### src/design/vec_pkg.sv
package vec_pkg;

  // Lane format shared by the register file and both lane units
  localparam int LANES  = 4;
  localparam int LANE_W = 16;
  localparam int VEC_W  = LANES * LANE_W;

  localparam int REG_N  = 8;
  localparam int REG_AW = $clog2(REG_N);

  // Four 32-bit products summed with wraparound
  localparam int DOT_W  = 32;

  // bf16 layout is sign, 8-bit exponent, 7-bit mantissa
  localparam int BF_EXP_W   = 8;
  localparam int BF_MAN_W   = 7;
  localparam int BF_BIAS    = 127;
  localparam int BF_EXP_MAX = 255;  // All-ones exponent marks infinity

  // Codes not listed here act as NOP
  typedef enum logic [3:0] {
    OP_NOP   = 4'd0,
    OP_LDI   = 4'd1,
    OP_ADD   = 4'd4,
    OP_SUB   = 4'd5,
    OP_DOT   = 4'd6,
    OP_RELU  = 4'd7,
    OP_BMUL  = 4'd11,
    OP_BRELU = 4'd13
  } vec_op_e;

endpackage

### src/design/vec_regfile.sv
`timescale 1ns/1ns

module vec_regfile import vec_pkg::*; (
  input  logic              clk,
  input  logic              wr_en,
  input  logic [REG_AW-1:0] wr_addr,
  input  logic [VEC_W-1:0]  wr_data,
  input  logic [REG_AW-1:0] rd_addr_a,
  input  logic [REG_AW-1:0] rd_addr_b,
  output logic [VEC_W-1:0]  rd_data_a,
  output logic [VEC_W-1:0]  rd_data_b
);

  logic [VEC_W-1:0] regs [REG_N];

  // Reads see the value written at the previous edge, so back-to-back issue needs no bypass
  assign rd_data_a = regs[rd_addr_a];
  assign rd_data_b = regs[rd_addr_b];

  always_ff @(posedge clk) begin
    if (wr_en) begin
      regs[wr_addr] <= wr_data;
    end
  end

endmodule

### src/design/int16_lanes.sv
`timescale 1ns/1ns

module int16_lanes import vec_pkg::*; (
  input  vec_op_e           op,
  input  logic [VEC_W-1:0]  operand_a,
  input  logic [VEC_W-1:0]  operand_b,
  input  logic [LANE_W-1:0] imm,
  output logic [VEC_W-1:0]  int_result
);

  logic signed [LANE_W-1:0] a_lane [LANES];
  logic signed [LANE_W-1:0] b_lane [LANES];
  logic        [VEC_W-1:0]  lane_res;
  logic signed [DOT_W-1:0]  dot_sum;

  always_comb begin
    for (int i = 0; i < LANES; i++) begin
      a_lane[i] = operand_a[i*LANE_W +: LANE_W];
      b_lane[i] = operand_b[i*LANE_W +: LANE_W];
    end
  end

  // Each lane wraps on its own and no carry crosses a lane boundary
  always_comb begin
    lane_res = '0;
    for (int i = 0; i < LANES; i++) begin
      case (op)
        OP_ADD:  lane_res[i*LANE_W +: LANE_W] = a_lane[i] + b_lane[i];
        OP_SUB:  lane_res[i*LANE_W +: LANE_W] = a_lane[i] - b_lane[i];
        OP_RELU: lane_res[i*LANE_W +: LANE_W] = a_lane[i][LANE_W-1] ? '0 : a_lane[i];
        default: lane_res[i*LANE_W +: LANE_W] = '0;
      endcase
    end
  end

  always_comb begin
    dot_sum = '0;
    for (int i = 0; i < LANES; i++) begin
      dot_sum = dot_sum + a_lane[i] * b_lane[i];  // Sum of signed products wraps at DOT_W
    end
  end

  always_comb begin
    case (op)
      OP_LDI:                  int_result = {LANES{imm}};
      OP_ADD, OP_SUB, OP_RELU: int_result = lane_res;
      OP_DOT:                  int_result = {{(VEC_W-DOT_W){1'b0}}, dot_sum};
      default:                 int_result = '0;
    endcase
  end

endmodule

### src/design/bf16_lanes.sv
`timescale 1ns/1ns

module bf16_lanes import vec_pkg::*; (
  input  vec_op_e          op,
  input  logic [VEC_W-1:0] operand_a,
  input  logic [VEC_W-1:0] operand_b,
  output logic [VEC_W-1:0] bf_result
);

  // Truncating multiply with no subnormal or NaN handling
  function automatic logic [LANE_W-1:0] bf16_mul(input logic [LANE_W-1:0] x,
                                                 input logic [LANE_W-1:0] y);
    logic                  sign;
    logic [BF_EXP_W-1:0]   exp_x;
    logic [BF_EXP_W-1:0]   exp_y;
    logic [BF_EXP_W-1:0]   exp_r;
    logic [BF_MAN_W:0]     sig_x;
    logic [BF_MAN_W:0]     sig_y;
    logic [2*BF_MAN_W+1:0] prod;
    logic [BF_MAN_W-1:0]   man;
    sign  = x[LANE_W-1] ^ y[LANE_W-1];
    exp_x = x[LANE_W-2 -: BF_EXP_W];
    exp_y = y[LANE_W-2 -: BF_EXP_W];
    sig_x = {1'b1, x[BF_MAN_W-1:0]};
    sig_y = {1'b1, y[BF_MAN_W-1:0]};
    prod  = sig_x * sig_y;
    exp_r = exp_x + exp_y - BF_EXP_W'(BF_BIAS);  // Wraps modulo 256
    if (prod[2*BF_MAN_W+1]) begin
      exp_r = exp_r + 1'b1;
      man   = prod[2*BF_MAN_W -: BF_MAN_W];
    end else begin
      man   = prod[2*BF_MAN_W-1 -: BF_MAN_W];
    end
    if (x[LANE_W-2:0] == '0 || y[LANE_W-2:0] == '0) begin
      bf16_mul = '0;  // A zero operand wins even against infinity
    end else if (exp_x == BF_EXP_W'(BF_EXP_MAX) || exp_y == BF_EXP_W'(BF_EXP_MAX)) begin
      bf16_mul = {sign, BF_EXP_W'(BF_EXP_MAX), {BF_MAN_W{1'b0}}};
    end else begin
      bf16_mul = {sign, exp_r, man};
    end
  endfunction

  logic [LANE_W-1:0] a_lane [LANES];
  logic [LANE_W-1:0] b_lane [LANES];

  always_comb begin
    for (int i = 0; i < LANES; i++) begin
      a_lane[i] = operand_a[i*LANE_W +: LANE_W];
      b_lane[i] = operand_b[i*LANE_W +: LANE_W];
    end
  end

  always_comb begin
    bf_result = '0;
    for (int i = 0; i < LANES; i++) begin
      case (op)
        OP_BMUL:  bf_result[i*LANE_W +: LANE_W] = bf16_mul(a_lane[i], b_lane[i]);
        OP_BRELU: bf_result[i*LANE_W +: LANE_W] = a_lane[i][LANE_W-1] ? '0 : a_lane[i];
        default:  bf_result[i*LANE_W +: LANE_W] = '0;
      endcase
    end
  end

endmodule

### src/design/vec_writeback.sv
`timescale 1ns/1ns

module vec_writeback import vec_pkg::*; (
  input  logic              clk,
  input  logic              rst,
  input  logic              instr_valid,
  input  vec_op_e           op,
  input  logic [REG_AW-1:0] rd,
  input  logic [VEC_W-1:0]  int_result,
  input  logic [VEC_W-1:0]  bf_result,
  output logic              wr_en,
  output logic [REG_AW-1:0] wr_addr,
  output logic [VEC_W-1:0]  wr_data,
  output logic              result_valid,
  output logic [REG_AW-1:0] result_rd,
  output logic [VEC_W-1:0]  result_data
);

  logic op_writes;
  logic use_bf;

  // Only the routing is decided here and the lane units own the arithmetic
  always_comb begin
    op_writes = 1'b0;
    use_bf    = 1'b0;
    case (op)
      OP_LDI, OP_ADD, OP_SUB, OP_DOT, OP_RELU: begin
        op_writes = 1'b1;
      end
      OP_BMUL, OP_BRELU: begin
        op_writes = 1'b1;
        use_bf    = 1'b1;
      end
      default: ;
    endcase
  end

  assign wr_en   = instr_valid & op_writes;  // Register file updates at the issue edge
  assign wr_addr = rd;
  assign wr_data = use_bf ? bf_result : int_result;

  always_ff @(posedge clk) begin
    if (rst) begin
      result_valid <= 1'b0;
    end else begin
      result_valid <= wr_en;
    end
  end

  always_ff @(posedge clk) begin
    result_rd   <= rd;
    result_data <= wr_data;
  end

endmodule

### src/design/vec_unit.sv
`timescale 1ns/1ns

module vec_unit import vec_pkg::*; (
  input  logic              clk,
  input  logic              rst,
  input  logic              instr_valid,
  input  vec_op_e           op,
  input  logic [REG_AW-1:0] rd,
  input  logic [REG_AW-1:0] rs1,
  input  logic [REG_AW-1:0] rs2,
  input  logic [LANE_W-1:0] imm,
  output logic              result_valid,
  output logic [REG_AW-1:0] result_rd,
  output logic [VEC_W-1:0]  result_data
);

  logic [VEC_W-1:0]  operand_a;
  logic [VEC_W-1:0]  operand_b;
  logic [VEC_W-1:0]  int_result;
  logic [VEC_W-1:0]  bf_result;
  logic              wr_en;
  logic [REG_AW-1:0] wr_addr;
  logic [VEC_W-1:0]  wr_data;

  vec_regfile i_regfile (
    .clk       (clk),
    .wr_en     (wr_en),
    .wr_addr   (wr_addr),
    .wr_data   (wr_data),
    .rd_addr_a (rs1),
    .rd_addr_b (rs2),
    .rd_data_a (operand_a),
    .rd_data_b (operand_b)
  );

  // Both lane units see every instruction and idle to zero on foreign ops
  int16_lanes i_int16_lanes (
    .op         (op),
    .operand_a  (operand_a),
    .operand_b  (operand_b),
    .imm        (imm),
    .int_result (int_result)
  );

  bf16_lanes i_bf16_lanes (
    .op        (op),
    .operand_a (operand_a),
    .operand_b (operand_b),
    .bf_result (bf_result)
  );

  vec_writeback i_writeback (
    .clk          (clk),
    .rst          (rst),
    .instr_valid  (instr_valid),
    .op           (op),
    .rd           (rd),
    .int_result   (int_result),
    .bf_result    (bf_result),
    .wr_en        (wr_en),
    .wr_addr      (wr_addr),
    .wr_data      (wr_data),
    .result_valid (result_valid),
    .result_rd    (result_rd),
    .result_data  (result_data)
  );

endmodule

### config.mk
export PLATFORM = sky130hd
export DESIGN_NAME = vec_unit
export DESIGN_NICKNAME = d
export VERILOG_FILES = /design/src/design/vec_pkg.sv /design/src/design/vec_regfile.sv /design/src/design/int16_lanes.sv /design/src/design/bf16_lanes.sv /design/src/design/vec_writeback.sv /design/src/design/vec_unit.sv
export SDC_FILE = /design/constraint.sdc
export NUM_CORES = 2
export LEC_CHECK = 0
export ABC_CLOCK_PERIOD_IN_PS = 9900
export BUFFER_PORTS_ARGS = -buffer_cell sky130_fd_sc_hd__buf_2
export CORE_MARGIN = 2
export CORE_UTILIZATION = 56
export DETAILED_ROUTE_END_ITERATION = 10
export PLACE_DENSITY = 0.75
export SLEW_MARGIN = 20
export SYNTH_ARGS = -nofsm -noshare
export SYNTH_HDL_FRONTEND = slang
export SYNTH_SLANG_ARGS = --single-unit
### constraint.sdc
create_clock -name clk -period 9.9 [get_ports clk]
set_input_delay 0.495 -clock clk [delete_from_list [all_inputs] [get_ports clk]]
set_output_delay 0.495 -clock clk [all_outputs]
set_load 0.01 [all_outputs]
After elaboration in Yosys (flattened, before gate mapping)
Memories as Yosys holds them, arrays and structs flattened.
Index checks and enable logic that the tools add are counted.
Word-level totals
  register bits: 68
  memories: 1
  output and inout port bits: 68
  latch bits: 0
  bits of input ports: 32
  memory bits (read-only): 0
  memory bits (writable): 512
  word-level logic and storage cells: 108
Memories
  i_regfile.regs: depth 8, width 64, rd ports 2, clocked after memory_dff 0, write ports 1, line vec_regfile.sv:14  | logic [VEC_W-1:0] regs [REG_N];
Operators by class
  bitwise gates (word level): 5
  multiply operators: 8
  mux-type cells: 34
  reductions and logical operators: 19
  divide/modulo/power cells: 0
  magnitude comparators: 0
  equality and inequality tests: 15
  shift-type cells: 0
  add/sub/neg operators: 23
Operators by type and width (count)
  $pmux W16 S3: 4
  $pmux W64 S3: 1
  $mul A16 B16 Y32: 4
  $pmux W16 S2: 4
  $logic_not A15 Y1: 8
  $mux W15: 8
  $add A32 B32 Y32: 3
  $add A16 B16 Y16: 4
  $eq A8 B8 Y1 const B: 8
  $mul A8 B8 Y16: 4
  $mux W16: 4
  $mux W64: 1
  $sub A16 B16 Y16: 4
  $add A8 B1 Y8 const B: 4
  $add A8 B8 Y8: 4
  $mux W8: 4
  $sub A8 B7 Y8 const B: 4
  $mux W7: 4
  $eq A4 B3 Y1 const B: 4
  $eq A4 B4 Y1 const B: 2
  $logic_or A1 B1 Y1: 8
  $reduce_or A7 Y1: 1
  $eq A4 B1 Y1 const B: 1
  $mux W1: 4
  4 further kinds: 7

Depth between registers and ports, before layout
An unclocked memory read counts as a cell.
  depth after elaboration: 9
  depth in mapped cells: 39
  mapped depth without buffers: 33

By module
Synthesis repeated with hierarchy kept, for this count alone.
Unflattened totals
  cell total of the unflattened synthesis: 7450
  area total of the unflattened synthesis: 81579.5 um2
Modules (own cells, without submodules)
  int16_lanes: cells each 4878, instances 1, area an instance 44671.6 um2, sequential area each 0.0 um2
  vec_regfile: cells each 979, instances 1, area an instance 23098.4 um2, sequential area each 15374.7 um2
  bf16_lanes: cells each 1442, instances 1, area an instance 11272.1 um2, sequential area each 0.0 um2
  vec_writeback: cells each 151, instances 1, area an instance 2537.4 um2, sequential area each 1361.3 um2

Least setup slack after synthesis
Ideal clock, no wire load.
  path kind: input to register
  start: input port rs1[0]
  end: memory i_regfile.regs[0][29] in the netlist's numbering, data pin
  path buffers: 6
  setup slack: -628 ps
  required time: 9606 ps
  library setup time: 294 ps
  data arrival time: 10234 ps
  cell stages on the path: 32
  cell sequence: buf_6 buf_6 buf_6 buf_8 buf_4 mux4_2 mux2i_1 clkbuf_1 nor2_1 inv_1 fa_1 fa_1 fa_1 fa_1 inv_1 fa_1 fa_1 fa_1 fa_1 fa_1 inv_1 fa_1 inv_1 ha_1 a21oi_1 o211a_1 o21bai_1 a2111oi_0 or3_1 xor2_1 o22ai_1 or3_1
Between the ends
  longest elaborated chain between the ends: 9
  elaborated cells on any way between the ends: 26
  those cells by class: add/sub: 8; mul: 5; eq/ne: 1; mux: 8; reduce/logical: 3; memory: 1
Ends and longest elaborated chain
  start, declared: line vec_unit.sv:9  | input logic [REG_AW-1:0] rs1,
  $mem_v2 Z8 W64 (*)
  branches (longest 7 deep; another with $mul A16 B16 Y32)
  $mux W64 (*): line vec_writeback.sv:40  | assign wr_data = use_bf ? bf_result : int_result;
  named net i_regfile.wr_data[29]: line vec_regfile.sv:7  | input logic [VEC_W-1:0] wr_data,
  end, declared: line vec_regfile.sv:14
Mark *: on every way through the listed nets, which the timed path passes.

==> qor.txt <==
H-tree levels = 2
Worst skew pair latency = 680 ps
First-pass GRT wire length = 414 mm
Filler cell count = 10.4k
Vias in the first global route = 63.6k
Post-synthesis share of cell area spent on xor and xnor gates = 0.0285
Non-filler cells in the finished layout = 10.2k
Die Width = 377 µm
Top-level I/O count = 100
Final Worst Setup Slack = 37.9 ps
Crit path top cell by count = sky130_fd_sc_hd__fa_1
Synth Area in Simple Gates = 0.0863
Final weighted congestion in routability-driven placement = 1.09
Largest stage delay on the critical path = 640 ps
Share of cells above drive strength 1 = 0.226
Setup violations, final = 0
DIE AREA = 142000 µm²
Post-DP Area = 90000 µm²
Share of flip-flops with an asynchronous set or reset after synthesis = 0
Slowest CP cell = sky130_fd_sc_hd__fa_2
Distinct cell type count after synthesis = 91
CP max FO = 6
TritonCTS clock tree = yes
Number of buffers added by the clock tree synthesis step = 56
Classification of the worst-slack hold path = in2reg
Synth Area in Compound Gates = 0.0482
Antenna violations before repair = 33
Sum of overflow across all layers after global routing = 0
Highest achievable clock rate = 101 MHz
Hold path startpoint = rd[1]
Final net count = 10.2k
Worst Path Arrival = 10240 ps
Data required, critical path = 10280 ps
Ranking of synthesized cells by area = sky130_fd_sc_hd__fa_1 (35%), sky130_fd_sc_hd__edfxtp_1 (20%), sky130_fd_sc_hd__inv_1 (8.0%)
Final core area utilization = 0.673
Synth Instances = 7176
Residual antenna-violating net count after detailed routing = 0
Top-area cell type share of the netlist area = 0.350
Number of enable-type register cells in the synthesized netlist = 512
Source of the worst register-to-register timing path = i_regfile.regs[0][51]$_DFFE_PP_
Number of pins exceeding their max-slew limit in the final report = 0
Count of maximum capacitance violations = 0
Initial Utilization = 0.565
Detailed Route Iter0 Violations = 7370
Post-route minimum period = 9860 ps
Routed via count = 60.7k
Post-placement setup slack = -745 ps
Total nets after synthesis = 9070
Fraction of synthesized area in multiplexers = 0.0948
Critical path class = reg2reg
Sequential fraction of the synthesis area = 0.215
Outcome = finished, final reports clean
Slew @ Worst Pin = 1230 ps
Fin crit share = 0.996
Main combinational cell family by area after synthesis = adder cells
Site row count = 136
Core Region = 138000 µm²
Max_slew headroom = 0.179
Area used by sequential logic in the layout = 16700 µm²
# port buffers = 99
Maximum number of pins on one net before global-route repair = 34
Number of placed instances with taps included = 10.0k
Biggest area consumer among synthesized cells = sky130_fd_sc_hd__fa_1
Clock transition at the registers of the reported paths = 70 ps
Final design instance area without fill = 92700 µm²
Reg-to-reg critical path endpoint = i_regfile.regs[3][29]$_DFFE_PP_
Root cell of the clock tree = sky130_fd_sc_hd__clkbuf_16
Total count of hold-check failures in the final report = 0
Maximum buffer depth of the clock tree = 3
End of the worst hold path = i_writeback.result_rd[1]$_DFF_P_
Most instantiated flip-flop cell in the synthesis netlist = sky130_fd_sc_hd__edfxtp_1
Post-synthesis average cell area = 10.9 µm²
CTS Sinks = 580
Cell depth of the worst hold path = 1
Routed wirelength normalized by instance count = 28.0 µm
Post-route DRC violation count = 0
GRT Overall Usage = 0.406
Area of combinational cells with multiple inputs = 54300 µm²
Kind of start point of the critical path = flip-flop
Number of iterations in the first detailed-routing pass = 8
Register bit total from synthesis = 580
Total standard cell area after synthesis = 77900 µm²
Worst clock skew on the final layout = 35.6 ps
Slack of the worst reg-to-reg path = 40 ps
HPWL after detailed placement = 237 mm
Reg2Reg Depth = 34
Synth warn = 0
Post-detailed-route via-to-cell ratio = 5.97
Area overhead of the layout relative to synthesis = 18.9%
Element type at the critical path end = flip-flop
Fraction of the mapped netlist area in adder cells = 0.430
Final wirelength = 285 mm
Die span in y = 377 µm
==> cell usage in the layout (no fill, tap or decap), drive strengths merged, types with 30 or more instances in the layout <==
cell,count
buf,1305
nand2b,32
nor3,64
nand3,38
mux2,30
dfxtp,68
inv,1693
mux2i,124
clkbuf,74
a21o,51
a21oi,126
fa,1363
xnor2,195
a31oi,34
ha,499
edfxtp,512
mux4,251
nand2,580
o21ai,113
nor2,661
clkinv,44
xor2,56
==> worst max-delay path by stage <==
stage / start / end / slack (ps) / cells past startpoint
after CTS: i_regfile.regs[0][56]$_DFFE_PP_ / i_regfile.regs[1][21]$_DFFE_PP_ / 20 / 32
after global placement: rs1[0] / i_regfile.regs[1][29]$_DFFE_PP_ / -640 / 35
after global routing: i_regfile.regs[3][51]$_DFFE_PP_ / i_regfile.regs[4][29]$_DFFE_PP_ / -150 / 34
final: i_regfile.regs[0][51]$_DFFE_PP_ / i_regfile.regs[3][29]$_DFFE_PP_ / 40 / 34
after floorplan: rs1[0] / i_regfile.regs[0][30]$_DFFE_PP_ / 4 / 34
after detailed placement: rs2[0] / i_regfile.regs[1][31]$_DFFE_PP_ / -740 / 36
==> kinds of logic after synthesis <==
| group | Yosys count |
|---|---|
| adder cells (fa/ha/maj) | 1862 |
| AND/OR/NAND/NOR | 1573 |
| flip-flops | 580 |
| multiplexers | 405 |
| AO/OA/AOI/OAI | 556 |
| XOR/XNOR | 252 |
| buffers and inverters | 1948 |
==> routing by layer <==
metal	up-vias	GRT usage	part of all wire
met5	-	0	0.00085
met2	3814	0.602	0.43
met4	34	0.205	0.062
met1	30900	0.538	0.37
li1	25200	-	-
met3	796	0.132	0.14
==> state kept, by name (all words and copies together), names as in the netlist <==
| name | flops |
|---|---|
| i_regfile.regs | 512 |
| i_writeback.result_valid | 1 |
| i_writeback.result_rd | 3 |
| i_writeback.result_data | 64 |
==> final cells by class <==
cell class	instances	share of cell area
clock inverters	34	0.00404
clock buffers	71	0.0164
multi-input cells	4649	0.586
well taps	1794	0.0242
repair buffers	1310	0.119
inverters	1715	0.0696
diodes	24	0.000648
flip-flops and latches	580	0.181
==> repair_timing <==
action                     4_1_cts  5_1_grt
resized for setup                6      116
hold endpoints to repair         2        0
pin swaps                        1       51
cloned                           0        6
setup endpoints to repair       90      189
buffers inserted                 0       20
hold buffers                     2        0
==> cell usage after synthesis, types with 68 or more instances <==
cell,number
sky130_fd_sc_hd__fa_1,1363
sky130_fd_sc_hd__ha_1,499
sky130_fd_sc_hd__clkbuf_1,130
sky130_fd_sc_hd__nand2_1,579
sky130_fd_sc_hd__o21ai_0,106
sky130_fd_sc_hd__nor2_1,659
sky130_fd_sc_hd__dfxtp_1,68
sky130_fd_sc_hd__xnor2_1,195
sky130_fd_sc_hd__edfxtp_1,512
sky130_fd_sc_hd__inv_1,1670
sky130_fd_sc_hd__mux2i_1,99
sky130_fd_sc_hd__mux4_2,251
sky130_fd_sc_hd__a21oi_1,126
==> per-stage QoR <==
stage / TNS, ps / hold WS [ps]
after global routing: -7800 / 30.3
after global placement: -79860 / 623
after detailed placement: -93140 / 635
final: 0 / 38.4
after CTS: 0 / 5.31
after floorplan: 0 / 523
==> critical path, delay by kind of cell (launching register included) <==
kind            cells  cell delay, ps
xor+xnor            1             130
fa+ha+maj          11            5580
simple gates        5            1000
mux                 2             750
flops               1             420
buf+inv            11             910
compound gates      4             780
Power is not shown: default switching activity piles up to over one toggle a cycle in this logic, so the estimate is an artifact.
